## config.mk

```make
export PLATFORM = sky130hd
export DESIGN_NAME = pdp8_ac_top
export DESIGN_NICKNAME = d
export VERILOG_FILES = /design/src/hw/ac_pkg.sv /design/src/hw/ac_bus_slave.sv /design/src/hw/accumulator.sv /design/src/hw/eae_unit.sv /design/src/hw/operate_unit.sv /design/src/hw/pdp8_ac_top.sv
export SDC_FILE = /design/constraint.sdc
export NUM_CORES = 1
export LEC_CHECK = 0
export ABC_AREA = 0
export ABC_CLOCK_PERIOD_IN_PS = 4400
export BUFFER_PORTS_ARGS = -buffer_cell sky130_fd_sc_hd__buf_4
export CORE_MARGIN = 2
export CORE_UTILIZATION = 50
export DETAILED_ROUTE_END_ITERATION = 8
export MAX_ROUTING_LAYER = met4
export PLACE_DENSITY = 0.68
export SETUP_SLACK_MARGIN = 0.15
export SLEW_MARGIN = 5
export SYNTH_ARGS = -nofsm -noshare
export SYNTH_HDL_FRONTEND = slang
export SYNTH_HIERARCHICAL = 1
export SYNTH_SLANG_ARGS = --single-unit
```

## constraint.sdc

```tcl
create_clock -name clk -period 4.4 [get_ports clk]
set_input_delay 0.22 -clock clk [delete_from_list [all_inputs] [get_ports clk]]
set_output_delay 0.22 -clock clk [all_outputs]
set_load 0.01 [all_outputs]
```

## src/hw/ac_pkg.sv

```systemverilog
// words are big-endian (bit 0 is the MSB) and only EAE mode A opcodes are defined
package ac_pkg;

    localparam int WORD_BITS   = 12;
    localparam int SHIFT_LIMIT = 24;  // shift counts from here on clear everything

    typedef logic [0:WORD_BITS-1] word_t;

    // one host command, written as a single bus word
    typedef struct packed {
        word_t instruction;
        word_t operand;      // memory word, shift count or multiplier
    } ac_cmd_t;

    // architectural state, also the read data layout
    typedef struct packed {
        logic  link;
        word_t ac;
        word_t mq;
    } ac_regs_t;

    typedef enum logic [3:0] {
        op_none,     // no register change
        op_and,
        op_tad,
        op_dca,
        op_group1,   // operate microcode
        op_group3,   // MQ microcode
        op_mul,
        op_shl,
        op_lsr,
        op_asr
    } op_class_t;

    // memory reference op field, instruction bits 0 to 2
    localparam logic [0:2] OPC_AND = 3'o0;
    localparam logic [0:2] OPC_TAD = 3'o1;
    localparam logic [0:2] OPC_DCA = 3'o3;

    // complete EAE words, matched exactly
    localparam word_t INSN_MUL = 12'o7405;
    localparam word_t INSN_SHL = 12'o7413;
    localparam word_t INSN_ASR = 12'o7415;
    localparam word_t INSN_LSR = 12'o7417;

    // read windows
    localparam logic WB_ADDR_REGS = 1'b0;
    localparam logic WB_ADDR_MQ   = 1'b1;

endpackage

```

## src/hw/ac_bus_slave.sv

```systemverilog
// host must hold cyc, stb and dat_w until ack and drop stb the cycle after
module ac_bus_slave
    import ac_pkg::*;
(
    input  logic      clk,
    input  logic      reset,
    input  logic      cyc,
    input  logic      stb,
    input  logic      we,
    input  logic      adr,
    input  ac_cmd_t   dat_w,
    input  ac_regs_t  regs,
    input  logic      eae_done,
    output logic      ack,
    output ac_regs_t  dat_r,
    output op_class_t op,
    output ac_cmd_t   cmd,
    output logic      exec,
    output logic      start
);
    typedef enum logic [1:0] {S_IDLE, S_EXEC, S_EAE, S_ACK} state_t;

    state_t    state;
    op_class_t dec_op;
    logic      wr_q;
    logic      is_eae;

    // reads decode to op_none so nothing downstream moves
    always_comb
    begin
        dec_op = op_none;
        if (we)
        begin
            if (dat_w.instruction == INSN_MUL)
                dec_op = op_mul;
            else if (dat_w.instruction == INSN_SHL)
                dec_op = op_shl;
            else if (dat_w.instruction == INSN_LSR)
                dec_op = op_lsr;
            else if (dat_w.instruction == INSN_ASR)
                dec_op = op_asr;
            else if (dat_w.instruction[0:2] == OPC_AND)
                dec_op = op_and;
            else if (dat_w.instruction[0:2] == OPC_TAD)
                dec_op = op_tad;
            else if (dat_w.instruction[0:2] == OPC_DCA)
                dec_op = op_dca;
            else if (dat_w.instruction[0:3] == 4'b1110)
                dec_op = op_group1;
            else if (dat_w.instruction[0:3] == 4'b1111 && dat_w.instruction[11])
                dec_op = op_group3;
        end
    end

    assign is_eae = (op == op_mul) || (op == op_shl) || (op == op_lsr) || (op == op_asr);
    assign exec   = (state == S_EXEC) && wr_q && !is_eae;
    assign start  = (state == S_EXEC) && wr_q && is_eae;

    always_ff @(posedge clk)
    begin
        if (reset)
        begin
            state <= S_IDLE;
            op    <= op_none;
            wr_q  <= 1'b0;
            ack   <= 1'b0;
        end
        else
        begin
            ack <= 1'b0;
            case (state)
                S_IDLE:
                    if (cyc && stb)
                    begin
                        op    <= dec_op;
                        wr_q  <= we;
                        state <= S_EXEC;
                    end
                S_EXEC:
                    if (is_eae && !eae_done)
                        state <= S_EAE;  // long shifts and MUL iterate
                    else
                    begin
                        ack   <= 1'b1;
                        state <= S_ACK;
                    end
                S_EAE:
                    if (eae_done)
                    begin
                        ack   <= 1'b1;
                        state <= S_ACK;
                    end
                S_ACK:
                    if (!(cyc && stb))
                        state <= S_IDLE;  // wait out the held strobe
                default:
                    state <= S_IDLE;
            endcase
        end
    end

    always_ff @(posedge clk)
    begin
        if (state == S_IDLE && cyc && stb)
            cmd <= dat_w;
        if (state == S_EXEC && !wr_q)
        begin
            case (adr)
                WB_ADDR_REGS, WB_ADDR_MQ: dat_r <= regs;  // same struct in both windows
            endcase
        end
    end

    a_ack_with_stb: assert property (@(posedge clk) disable iff (reset) ack |-> (cyc && stb));
    a_ack_single:   assert property (@(posedge clk) disable iff (reset) ack |=> !ack);
    a_start_exec:   assert property (@(posedge clk) disable iff (reset) !(start && exec));

endmodule

```

## src/hw/accumulator.sv

```systemverilog
// link, AC and MQ clear on reset; exec and eae_write must not overlap
module accumulator
    import ac_pkg::*;
(
    input  logic     clk,
    input  logic     reset,
    input  logic     exec,
    input  logic     eae_write,
    input  ac_regs_t next_regs,
    input  ac_regs_t eae_regs,
    output ac_regs_t regs
);
    ac_regs_t regs_d;

    // pick the source for this edge
    always_comb
    begin
        regs_d = regs;  // hold by default
        if (eae_write)
            regs_d = eae_regs;  // setup and every EAE step
        else if (exec)
            regs_d = next_regs;  // single cycle instructions
    end

    always_ff @(posedge clk)
    begin
        if (reset)
            regs <= '0;
        else
            regs <= regs_d;
    end

    a_one_source: assert property (@(posedge clk) disable iff (reset) !(exec && eae_write));

endmodule

```

## src/hw/eae_unit.sv

```systemverilog
// mode A only; op and operand must stay stable from start until done
module eae_unit
    import ac_pkg::*;
(
    input  logic      clk,
    input  logic      reset,
    input  logic      start,
    input  op_class_t op,
    input  word_t     operand,
    input  ac_regs_t  regs,
    output ac_regs_t  eae_regs,
    output logic      eae_write,
    output logic      done
);
    logic [4:0]  sc;
    logic        busy;
    logic [4:0]  count;
    logic        big;
    logic        shift_op;
    logic [0:12] mul_sum;
    logic [0:12] mul_top;
    ac_regs_t    setup_regs;
    ac_regs_t    step_regs;

    assign count    = operand[7:11];
    assign big      = (count >= 5'(SHIFT_LIMIT));
    assign shift_op = (op == op_shl) || (op == op_lsr) || (op == op_asr);

    // multiplicand added only when the low MQ bit is set
    assign mul_sum = {1'b0, regs.ac} + {1'b0, operand};
    assign mul_top = regs.mq[11] ? mul_sum : {1'b0, regs.ac};

    // setup cycle values
    always_comb
    begin
        setup_regs = regs;
        case (op)
            op_mul:
                setup_regs.link = 1'b0;
            op_shl, op_lsr:
                if (big)
                    setup_regs = '0;
                else
                    setup_regs.link = 1'b0;
            op_asr:
                if (big)
                    setup_regs = {25{regs.ac[0]}};  // sign everywhere
                else
                    setup_regs.link = regs.ac[0];  // link feeds the sign in
            default: ;
        endcase
    end

    // one iteration
    always_comb
    begin
        step_regs = regs;
        case (op)
            op_mul:
                {step_regs.ac, step_regs.mq} = {mul_top, regs.mq[0:10]};
            op_shl:
                {step_regs.link, step_regs.ac, step_regs.mq} = {regs.ac, regs.mq, 1'b0};
            op_lsr, op_asr:
                {step_regs.ac, step_regs.mq} = {regs.link, regs.ac, regs.mq[0:10]};
            default: ;
        endcase
    end

    assign eae_regs  = busy ? step_regs : setup_regs;
    assign eae_write = start || busy;
    assign done      = (start && shift_op && big) || (busy && sc == 5'd1);

    always_ff @(posedge clk)
    begin
        if (reset)
        begin
            sc   <= 5'd0;
            busy <= 1'b0;
        end
        else if (start)
        begin
            if (op == op_mul)
            begin
                sc   <= 5'(WORD_BITS);
                busy <= 1'b1;
            end
            else if (shift_op && !big)
            begin
                sc   <= count + 5'd1;  // mode A shifts one extra place
                busy <= 1'b1;
            end
        end
        else if (busy)
        begin
            sc <= sc - 5'd1;
            if (sc == 5'd1)
                busy <= 1'b0;
        end
    end

    a_sc_range: assert property (@(posedge clk) disable iff (reset) busy |-> (sc <= 5'd25));

endmodule

```

## src/hw/operate_unit.sv

```systemverilog
// combinational only; op_none and any unlisted microcode bits leave the registers as they are
module operate_unit
    import ac_pkg::*;
(
    input  op_class_t op,
    input  ac_cmd_t   cmd,
    input  ac_regs_t  regs,
    output ac_regs_t  next_regs
);
    word_t       insn;
    logic [0:12] lac_clr;
    logic [0:12] lac_cmp;
    logic [0:12] lac_inc;
    logic [0:12] lac_rot;
    logic [0:12] tad_sum;
    word_t       g3_ac;

    assign insn = cmd.instruction;

    // group 1 runs clear, complement, increment, then rotate
    assign lac_clr = {regs.link & ~insn[5], regs.ac & {12{~insn[4]}}};  // CLL, CLA
    assign lac_cmp = lac_clr ^ {insn[7], {12{insn[6]}}};                 // CML, CMA
    assign lac_inc = lac_cmp + {12'b0, insn[11]};                        // IAC carries into link

    always_comb
    begin
        case (insn[8:10])
            3'b001:  lac_rot = {lac_inc[0], lac_inc[7:12], lac_inc[1:6]};  // BSW keeps link
            3'b010:  lac_rot = {lac_inc[1:12], lac_inc[0]};                // RAL
            3'b011:  lac_rot = {lac_inc[2:12], lac_inc[0:1]};              // RTL
            3'b100:  lac_rot = {lac_inc[12], lac_inc[0:11]};               // RAR
            3'b101:  lac_rot = {lac_inc[11:12], lac_inc[0:10]};            // RTR
            default: lac_rot = lac_inc;
        endcase
    end

    // 13-bit add, so the carry out flips the link
    assign tad_sum = {regs.link, regs.ac} + {1'b0, cmd.operand};

    // group 3 CLA happens before the MQ moves
    assign g3_ac = insn[4] ? '0 : regs.ac;

    always_comb
    begin
        next_regs = regs;
        case (op)
            op_and:
                next_regs.ac = regs.ac & cmd.operand;
            op_tad:
                {next_regs.link, next_regs.ac} = tad_sum;
            op_dca:
                next_regs.ac = '0;  // no store path here
            op_group1:
                {next_regs.link, next_regs.ac} = lac_rot;
            op_group3:
            begin
                case ({insn[5], insn[7]})
                    2'b01:  // MQL
                    begin
                        next_regs.mq = g3_ac;
                        next_regs.ac = '0;
                    end
                    2'b10:  // MQA
                        next_regs.ac = g3_ac | regs.mq;
                    2'b11:  // SWP
                    begin
                        next_regs.mq = g3_ac;
                        next_regs.ac = regs.mq;
                    end
                    default:
                        next_regs.ac = g3_ac;
                endcase
            end
            default: ;
        endcase
    end

endmodule

```

## src/hw/pdp8_ac_top.sv

```systemverilog
// one command in flight; EAE latency varies, so the host waits on ack
module pdp8_ac_top
    import ac_pkg::*;
(
    input  logic     clk,
    input  logic     reset,
    input  logic     cyc,
    input  logic     stb,
    input  logic     we,
    input  logic     adr,
    input  ac_cmd_t  dat_w,
    output logic     ack,
    output ac_regs_t dat_r
);
    op_class_t op;
    ac_cmd_t   cmd;
    logic      exec;
    logic      start;
    logic      eae_write;
    logic      eae_done;
    ac_regs_t  regs;
    ac_regs_t  next_regs;
    ac_regs_t  eae_regs;

    ac_bus_slave u_slave (
        .clk(clk), .reset(reset), .cyc(cyc), .stb(stb), .we(we), .adr(adr),
        .dat_w(dat_w), .regs(regs), .eae_done(eae_done), .ack(ack), .dat_r(dat_r),
        .op(op), .cmd(cmd), .exec(exec), .start(start)
    );

    operate_unit u_operate (.op(op), .cmd(cmd), .regs(regs), .next_regs(next_regs));

    eae_unit u_eae (
        .clk(clk), .reset(reset), .start(start), .op(op), .operand(cmd.operand),
        .regs(regs), .eae_regs(eae_regs), .eae_write(eae_write), .done(eae_done)
    );

    accumulator u_acc (
        .clk(clk), .reset(reset), .exec(exec), .eae_write(eae_write),
        .next_regs(next_regs), .eae_regs(eae_regs), .regs(regs)
    );

endmodule

```

* Yosys cells after proc, flatten, opt, wreduce, memory -nomap -nowiden
Index checks and enable logic that the tools add are counted.
** Storage, ports and cells
- Word-level logic and storage cells :: 157
- Input port bits :: 30
- Bits in registers :: 84
** Cells by class
- Reductions and logical operators :: 43
- Add/subtract/negate cells :: 5
- Equality and inequality tests :: 42
- Magnitude comparators :: 1
- Mux-type cells :: 44
- Bitwise logic cells :: 7
** Operator list (number)
- 25-bit 2-to-1 mux :: 3
- 24-bit case mux with 3 select lines :: 1
- 13-bit case mux with 5 select lines :: 1
- 12-bit case mux with 5 select lines :: 1
- 12-bit == test, second input constant :: 4
- 24-bit case mux with 2 select lines :: 1
- 12-bit 2-to-1 mux :: 3
- 4-bit 2-to-1 mux :: 9
- 12-bit case mux with 3 select lines :: 1
- 12-bit bitwise AND :: 2
- 24-bit 2-to-1 mux :: 1
- 23-bit 2-to-1 mux :: 1
- 5-bit 2-to-1 mux :: 4
- 4-bit by 3-bit == test with 1-bit output, second input constant :: 4
- 4-bit == test, second input constant :: 4
- 12-bit by 12-bit adder with 13-bit output :: 1
- 13-bit by 1-bit adder with 13-bit output :: 1
- 13-bit by 12-bit adder with 13-bit output :: 1
- 1-bit logical AND :: 13
- 13-bit 2-to-1 mux :: 1
- 13-bit XOR :: 1
- 4-bit by 2-bit inequality test with 1-bit output, second input constant :: 3
- 12-bit OR :: 1
- 6-bit AND reduction :: 2
- other kinds (38) :: 78

* Logic depth before layout (Yosys ltp)
Gate-level depths: netlist of run 1.
- Depth in word-level cells :: 12
- Depth in mapped cells :: 16
- Gate-level depth less buffers :: 13

* Cells and area by module
Netlist of run 1, hierarchy kept.
** Modules (own cells, without submodules)
- operate_unit :: times used 1, cells each 412, area each 2628.8 um^2, seq. area each 0.0 um^2
- eae_unit :: times used 1, cells each 318, area each 2195.9 um^2, seq. area each 120.1 um^2
- ac_bus_slave :: times used 1, cells each 119, area each 2047.0 um^2, seq. area each 1631.6 um^2
- accumulator :: times used 1, cells each 111, area each 1193.6 um^2, seq. area each 500.5 um^2

* Worst setup path after synthesis of run 1
OpenSTA, ideal clock, no wires.
- Path type :: register to register
- Start :: register u_slave/cmd[19] (netlist name)
- End :: register u_acc/regs[22] (netlist name)
- Slack :: 903 ps
- Required time :: 4278 ps
- Buffers on the path :: 3
- Arrival time :: 3374 ps
- Cell stages (with the launch flop) :: 17
- Library setup time :: 122 ps
- Cell sequence :: edfxtp_1 -> clkbuf_1 -> buf_2 -> nand2b_1 -> xnor2_1 -> ha_1 -> ha_1 -> inv_1 -> o32a_1 -> or2_1 -> buf_6 -> or4_1 -> o2111ai_1 -> o311ai_1 -> o2bb2ai_1 -> mux2i_1 -> a211oi_1

==> flow_summary.ini, run 1 <==
[route]
drc = 0
dr.pass1.iters = 8
drt_iter0_markers = 1288
totalWireLength_um = 25000
vias = 7911
ant_nets = 0
post_drt_wl_per_cell_um = 20.9
drt-vias-per-instance = 6.59

[global_routing]
grt_overflow_total = 0
grt_max_degree = 58
antenna_found_initial = 0
track_usage_pct = 30.7
grt_pass1_wl_um = 38800
grt_pass1_vias = 6919

[sta]
finalHoldViolCount = 0
holdWs_ns = 0.0341
rsz0062_at_grt = no
tightest_slew_ns = 1.20
setup_total_negative_slack_ns = 0
relSlewSlack_pct = 19.0
finalCritPeriodShare_pct = 85.1
clock_skew_ns = 0.0117
fin_crit_ns = 3.75
setup_violations = 0
fmax_ghz = 0.267
slew_violations = 0

[flow_run]
maxCapViolCount = 0

[cts]
root_buffer = clkbuf_16
clkSinkCount = 84
cts_inserted_buffers = 9
h-tree-depth = 3
clockBufferDepth = 2
holdBufCountCts = 0
post-cts-setup-buffer-count = 0
clk_pin_slew_worst_paths_ns = 0.07
clk_latency_ns = 0.36
cts_resized = 0
tritoncts = yes

[die]
initial_core_util_pct = 50.6
dieHeight_um = 130
rows = 46
die-area_um2 = 16900
ioPinCount = 56
die_w_um = 130
core-area_um2 = 15700

[power_and_ir_drop]
p_leak_uw = 0.00311
cellPowerDensity_nw_per_um2 = 289
finalPower_uw = 2530
ir_drop_mv = 0.260

[status]
status = complete, no violations

[setup_path]
critPathLaunchType = register
setup.worst_path.end_class = register
path_max_fanout = 10
crit_arrival_ns = 4.01
crit_type = reg -> reg
required_ns = 4.67

[synth]
synth_nets = 1021
postSynthAreaPerCell_um2 = 8.31
syn-cell-area_um2 = 7950
ys_warn_count = 6
synthCells = 956

[min_path]
min_path_type = in -> reg

[cells_and_area]
n_antenna_cell = 0
fin_nets = 1044
area_growth_pct = 10.1
drive_above_1_share_pct = 14.5

[place]
dp.final_hpwl_um = 17600
place_congestion = 1.03
port_buffers = 54
## final timing paths
check                           slack [ns]  cells past startpoint             end            start
worst max-delay path                  0.65                     13  u_acc/regs[14]  u_slave/cmd[19]
worst min-delay path                  0.03                      1  u_slave/cmd[3]         dat_w[3]
worst max register to register        0.65                     13  u_acc/regs[14]  u_slave/cmd[19]
worst min register to register        0.52                      2    u_slave/wr_q     u_slave/wr_q
## critical path: stages, from the launching register on
cell	delay (ns)
edfxtp_1	0.44
nand2b_1	0.23
xnor2_1	0.16
ha_1	0.36
ha_1	0.32
inv_1	0.08
o32a_1	0.39
or2_1	0.35
mux2_2	0.32
o21ai_0	0.08
a221oi_1	0.45
o22a_1	0.19
mux2i_1	0.07
a211oi_1	0.23
## power by group
part	total, µW	internal (µW)	leakage [µW]	switching, µW
sequential	1030	952	0.000740	80.4
clock	806	451	0.000154	355
combinational	687	270	0.00222	417
## per-stage QoR
stage                     setup WS (ns)  instance area, µm²  cells  util [%]
after floorplan                   0.903                7950    956         -
after global routing              0.408                8750   1200      55.7
after CTS                         0.696                8750   1200      55.7
after detailed placement          0.707                8440   1184      53.7
final                             0.654                8750   1200      55.7
after global placement            0.755                8440   1184      53.7
## layout make-up
cell class,instances,area (µm²)
clock buffer,9,225
tap,216,270
clock inverter,7,83.8
sequential,84,2130
multi-input combinational,783,5370
timing repair buffer,77,578
fill,1503,6970
inverter,24,90.1
## sequential cells by signal (all words and copies together) (netlist names)
name,flops
u_slave/ack,1
u_eae/busy,1
u_acc/regs,25
u_slave/dat_r,25
u_slave/wr_q,1
u_slave/op,4
u_slave/cmd,20
u_eae/sc,5
u_slave/state,2
## layout by cell type (no fill, tap or decap), types with 9 or more instances in the layout
cell type	count
o21ai_1	27
nand3_1	17
a221oi_1	12
dfxtp_1	38
ha_1	33
o21ai_0	72
edfxtp_1	45
xnor2_1	24
nand2_1	69
a22oi_1	14
clkbuf_16	9
nand2b_1	18
a21o_1	11
mux2i_1	32
inv_1	22
nor2b_1	38
o211ai_1	22
a21oi_1	66
nor3_1	17
xor2_1	14
a221o_1	13
a211oi_1	42
o22ai_1	12
nor2_1	70
buf_4	77
## routing by layer
| metal | part of all wire, % | up-vias | track usage (%) | routed length (µm) |
|---|---|---|---|---|
| li1 | - | 3728 | - | - |
| met1 | 44 | 3707 | 42.2 | 11000 |
| met2 | 44 | 418 | 45.4 | 11100 |
| met3 | 8.4 | 58 | 5.00 | 2100 |
| met4 | 3.4 | 0 | 11.6 | 856 |
| met5 | 0 | - | - | 0 |
Power figures use the tool's default switching activity.
==> run 2: changes to the inputs <==
Settings changed: BUFFER_PORTS_ARGS -buffer_cell sky130_fd_sc_hd__buf_4 to -buffer_cell sky130_fd_sc_hd__buf_2.
==> run 2 against run 1 <==
Effect of this change: routed wire length up 0.55%; via count hardly changed; largest cell class unchanged; fmax fell by 0.19%; power decreased by 2.8%; first-iteration DRC count fell by 12%; critical path type unchanged; die area unchanged; global-route usage grew 0.46 points.
==> flow_summary.ini, run 2 (synthesis gave the netlist of run 1 again) <==
[status]
status = complete, no violations

[setup_path]
critPathLaunchType = register
timing.rr.start = u_slave/cmd[19]
cp_slowest_stage_delay_ns = 0.44
crit_arrival_ns = 4.03
cpMaxStageDelayCell = edfxtp_1
crit_type = reg -> reg
setup.worst_path.end_class = register
worstSetupStartpoint = u_slave/cmd[19]
cpMostUsedCell = ha_1
r2r.worst_path.cells = 13
crit_path_end = u_acc/regs[14]
path_max_fanout = 10
crit_chain = nand2b_1 > xnor2_1 > ha_1 > ha_1 > inv_1 > o32a_1 > or2_1 > mux2_2 > o21ai_0 > a221oi_1 > o22a_1 > mux2i_1 > a211oi_1
r2r_end = u_acc/regs[14]
ff2ff_setup_slack_ns = 0.65
required_ns = 4.67

[power_and_ir_drop]
p_sw_share_pct = 33.6
p_int_uw = 1630
p_leak_uw = 0.00304
ir_drop_mv = 0.342
switchingPower_uw = 826
seq_power_share_pct = 41.7
cellPowerDensity_nw_per_um2 = 286
power_frac_comb_pct = 26.8
clkPwrFrac_pct = 31.5

[sta]
clock_skew_ns = 0.0104
setup_violations = 0
setup_total_negative_slack_ns = 0
fmax_ghz = 0.266
finalCritPeriodShare_pct = 85.3
rsz0062_at_grt = no
finalHoldViolCount = 0
fin_crit_ns = 3.75
tightest_slew_ns = 1.16
slew_violations = 0
relSlewSlack_pct = 22.7

[route]
post_drt_wl_per_cell_um = 21.0
drt-vias-per-instance = 6.61
totalWireLength_um = 25200
ant_nets = 0
drt_iter0_markers = 1133
vias = 7914
dr.pass1.iters = 6
drc = 0

[place]
dp.final_hpwl_um = 17600
port_buffers = 54
place_congestion = 0.964

[global_routing]
track_usage_pct = 31.1
antenna_found_initial = 0
grt_max_degree = 58
grt_overflow_total = 0
grt_pass1_wl_um = 39400
grt_pass1_vias = 7008

[cells_and_area]
fin_nets = 1041
final_common_cell = o21ai_0
final_cell_mix = 72 x o21ai_0, 70 x nor2_1, 69 x nand2_1
n_antenna_cell = 0
drive_above_1_share_pct = 14.1
area_growth_pct = 7.91
final_core_util_pct = 54.6
largestRegisters = u_acc/regs (25), u_slave/dat_r (25), u_slave/cmd (20)

[die]
rows = 46
core-area_um2 = 15700
die-area_um2 = 16900
ioPinCount = 56
initial_core_util_pct = 50.6
dieHeight_um = 130
die_w_um = 130

[cts]
clk_pin_slew_worst_paths_ns = 0.07
clk_latency_ns = 0.36
clockBufferDepth = 2
clkSinkCount = 84
cts_resized = 0
holdBufCountCts = 0
cts_inserted_buffers = 9
tritoncts = yes
post-cts-setup-buffer-count = 0
h-tree-depth = 3
root_buffer = clkbuf_16

[flow_run]
maxCapViolCount = 0

[min_path]
min_path_type = in -> reg
-- run 2: metal layers --
| layer | share of wire (%) | track usage, % | wire, µm | vias to the layer above |
|---|---|---|---|---|
| met4 | 3.0 | 11.3 | 743 | 0 |
| met1 | 44 | 43.0 | 11100 | 3752 |
| met5 | 0 | - | 0 | - |
| li1 | - | - | - | 3707 |
| met3 | 8.0 | 4.92 | 2030 | 59 |
| met2 | 45 | 46.2 | 11300 | 396 |
-- run 2: power by group through the flow --
stage	combinational [µW]	sequential, µW	clock [µW]
5_1_grt	725	1030	813
3_3_place_gp	646	1040	0
6_report	658	1020	772
2_1_floorplan	433	1040	0
3_5_place_dp	649	1040	0
4_1_cts	652	1020	782
-- run 2: how the worst min path moves through the flow --
stage | startpoint | slack (ns) | cells past startpoint | to
after global routing | dat_w[0] | 0.02 | 1 | u_slave/cmd[0]
after global placement | dat_w[0] | 0.40 | 1 | u_slave/cmd[0]
after detailed placement | dat_w[7] | 0.40 | 1 | u_slave/cmd[7]
after floorplan | reset | 0.29 | 1 | u_eae/sc[2]
after CTS | dat_w[7] | 0.03 | 1 | u_slave/cmd[7]
final | dat_w[7] | 0.03 | 1 | u_slave/cmd[7]
-- run 2: critical path: cells and delay by family, from the launching register on --
kind / cells / cell delay, ns
AOI/OAI and AO/OA: 5 / 1.33
adders and majority gates: 2 / 0.69
and+or+nand+nor: 2 / 0.58
DFF: 1 / 0.44
muxes: 2 / 0.38
xor gates and xnor gates: 1 / 0.17
buffers and inverters: 1 / 0.08
-- run 2: stage by stage --
stage / worst slack, ns / power, µW / cells / hold WS [ns] / area [µm²]
after floorplan: 0.903 / 1480 / 956 / 0.292 / 7950
after global placement: 0.775 / 1690 / 1181 / 0.397 / 8280
after detailed placement: 0.717 / 1690 / 1181 / 0.398 / 8280
after CTS: 0.705 / 2460 / 1197 / 0.0255 / 8570
after global routing: 0.460 / 2570 / 1197 / 0.0195 / 8570
final: 0.647 / 2450 / 1197 / 0.0327 / 8570
-- run 2: area by class of cell --
class / count / area [µm²]
flip-flops and latches: 84 / 2130
clock inverters: 6 / 63.8
well taps: 216 / 270
inverters: 24 / 90.1
fillers: 1514 / 7140
repair buffers: 74 / 420
multi-input cells: 783 / 5370
clock buffers: 10 / 229
==> run 3: changes to the inputs <==
Settings changed: CAP_MARGIN set to 20, PLACE_DENSITY 0.68 to 0.69, SYNTH_HIERARCHICAL 1 to unset.
==> run 3 against run 2 <==
Effect of this change: first-iteration DRC count down 31%; non-clock buffer count down 5; die area down 18%; clock skew down 0.0020 ns; combinational power about the same; register-to-register slack better by 0.36 ns; sequential cell count unchanged; cell area down 17%; highest routed layer unchanged; clock-buffer cell count unchanged; clock power down 5.8%; largest cell class unchanged; global-route usage down 0.69 points.
==> flow_summary.ini, run 3 <==
[synth]
synth_edf_count = 45
synth_area_leader_cell = edfxtp_1
synth_top_area_share_pct = 20.9
ys_top_cells_by_area = edfxtp_1 21%, dfxtp_1 12%, a21oi_1 5.5%, ha_1 4.6%, nor2_1 4.5%
synth.yosys.seq_area_share_pct = 33.0
postSynthAreaPerCell_um2 = 8.32
ys_types = 86
ys_async_sr_fraction_pct = 0
syn-cell-area_um2 = 6460
ys_top_cells_by_count = 77 x nor2_1, 74 x nand2_1, 71 x a21oi_1
synthCells = 776
synthFlopType = edfxtp_1
synth_nets = 831
synth.most_common_cell = nor2_1
ys_warn_count = 0
ys_seq_elements = 84

[place]
dp.final_hpwl_um = 14900
place_congestion = 0.984
port_buffers = 54
dpl_cell_area_um2 = 6810
place_inst = 961

[sta]
clock_skew_ns = 0.00839
fin_crit_ns = 3.39
slew_violations = 0
setup_violations = 0
finalHoldViolCount = 0
finalCritPeriodShare_pct = 77.0
tightest_slew_ns = 1.32
setup_total_negative_slack_ns = 0
rsz0062_at_grt = no
relSlewSlack_pct = 11.9
fmax_ghz = 0.295

[setup_path]
crit_arrival_ns = 3.66
crit_type = reg -> reg
r2r.worst_path.cells = 12
setup.worst_path.end_class = register
path_max_fanout = 26
critPathLaunchType = register
required_ns = 4.67

[cells_and_area]
final_cell_mix = 77 x nor2_1, 74 x nand2_1, 71 x a21oi_1
multiInputGateArea_um2 = 4030
final_core_util_pct = 56.2
drive_above_1_share_pct = 14.0
largestRegisters = u_acc.regs (25), u_slave.dat_r (25), u_slave.cmd (20)
area_growth_pct = 9.74
fillCellCount = 1180
register_area_um2 = 2130
stdcell_area_um2 = 7090
final_common_cell = nor2_1
n_antenna_cell = 0
fin_nets = 855
final_cells = 977

[min_path]
whs_path_depth = 1
min_path_type = in -> reg

[flow_run]
maxCapViolCount = 0

[cts]
cts_inserted_buffers = 9
clk_pin_slew_worst_paths_ns = 0.07
root_buffer = clkbuf_16
clkSinkCount = 84
h-tree-depth = 3
post-cts-setup-buffer-count = 0
holdBufCountCts = 0
clockBufferDepth = 2
clk_latency_ns = 0.35
cts_resized = 0
tritoncts = yes

[die]
ioPinCount = 56
die-area_um2 = 13800
die_w_um = 118
dieHeight_um = 118
rows = 41
core-area_um2 = 12600
initial_core_util_pct = 51.2

[global_routing]
grt_pass1_vias = 5811
grt_overflow_total = 0
grt_max_degree = 43
track_usage_pct = 30.5
antenna_found_initial = 0
grt_pass1_wl_um = 32300

[route]
drc = 0
drt-vias-per-instance = 6.52
totalWireLength_um = 20700
post_drt_wl_per_cell_um = 21.2
ant_nets = 0
dr.pass1.iters = 5
drt_iter0_markers = 784
vias = 6368

[status]
status = complete, no violations

[power_and_ir_drop]
p_leak_uw = 0.00257
cellPowerDensity_nw_per_um2 = 345
ir_drop_mv = 0.258
## run 3: changes by cell type in the layout (fill, tap and decap cells not counted), sizes merged, moves of 9 or more
cell    previous run  this run
o21ai            100        56
nor2              70        80
a211oi            49        17
o211ai            22         6
nor2b             39        15
ha                33        24
a221o             13         1
mux2i             32        11
## run 3: worst max-delay path, cell delays in order (launching register included)
cell	delay, ns
edfxtp_1	0.45
buf_4	0.25
nand2b_1	0.18
xnor2_1	0.14
ha_1	0.31
and2_1	0.18
a32oi_2	0.12
a2111oi_2	0.66
xnor2_2	0.23
nand2_1	0.13
a32oi_1	0.22
o221ai_1	0.16
a211oi_1	0.26
## run 3: cell families after synthesis
family,after synthesis,synth area share [%]
buffers and inverters,71,4.71
AO/OA/AOI/OAI,276,29.9
adder cells (fa/ha/maj),25,4.96
AND/OR/NAND/NOR,280,21.7
multiplexers,11,1.70
flip-flops,84,33.0
XOR/XNOR,29,4.05
## run 3: report_power, final
part | switching (µW) | internal [µW]
Combinational | 419 | 238
Sequential | 89.4 | 974
Clock | 337 | 390
Total | 846 | 1600
## run 3: through the flow
step	worst slack [ns]	hold WS [ns]	total power, µW
finish	1.01	0.0369	2450
global route	0.773	0.0311	2560
floorplan	1.25	0.319	1500
CTS	1.07	0.0298	2450
detailed placement	1.09	0.398	1730
global placement	1.13	0.398	1720
## run 3: final cells by class
cell class / count / share of cell area [%]
Multi-Input combinational cell: 621 / 56.8
Sequential cell: 84 / 30.1
Timing Repair Buffer: 69 / 5.40
Clock buffer: 10 / 3.23
Tap cell: 172 / 3.04
Inverter: 15 / 0.794
Clock inverter: 6 / 0.671
## run 3: per-layer routing
| metal | share of wire (%) | up-vias | GRT usage, % | wire length [µm] |
|---|---|---|---|---|
| met2 | 45 | 309 | 45.9 | 9360 |
| met5 | 0 | - | - | 0 |
| met4 | 2.9 | 0 | 10.0 | 592 |
| li1 | - | 2985 | - | - |
| met3 | 9.9 | 54 | 8.91 | 2050 |
| met1 | 42 | 3020 | 39.3 | 8720 |
## run 3: final timing paths
path / from / endpoint / slack (ns)
worst max-delay path: u_slave.cmd[19] / u_acc.regs[12] / 1.01
worst min-delay path: dat_w[1] / u_slave.cmd[1] / 0.04
worst max register to register: u_slave.cmd[19] / u_acc.regs[12] / 1.01
worst min register to register: u_eae.sc[4] / u_eae.sc[4] / 0.49
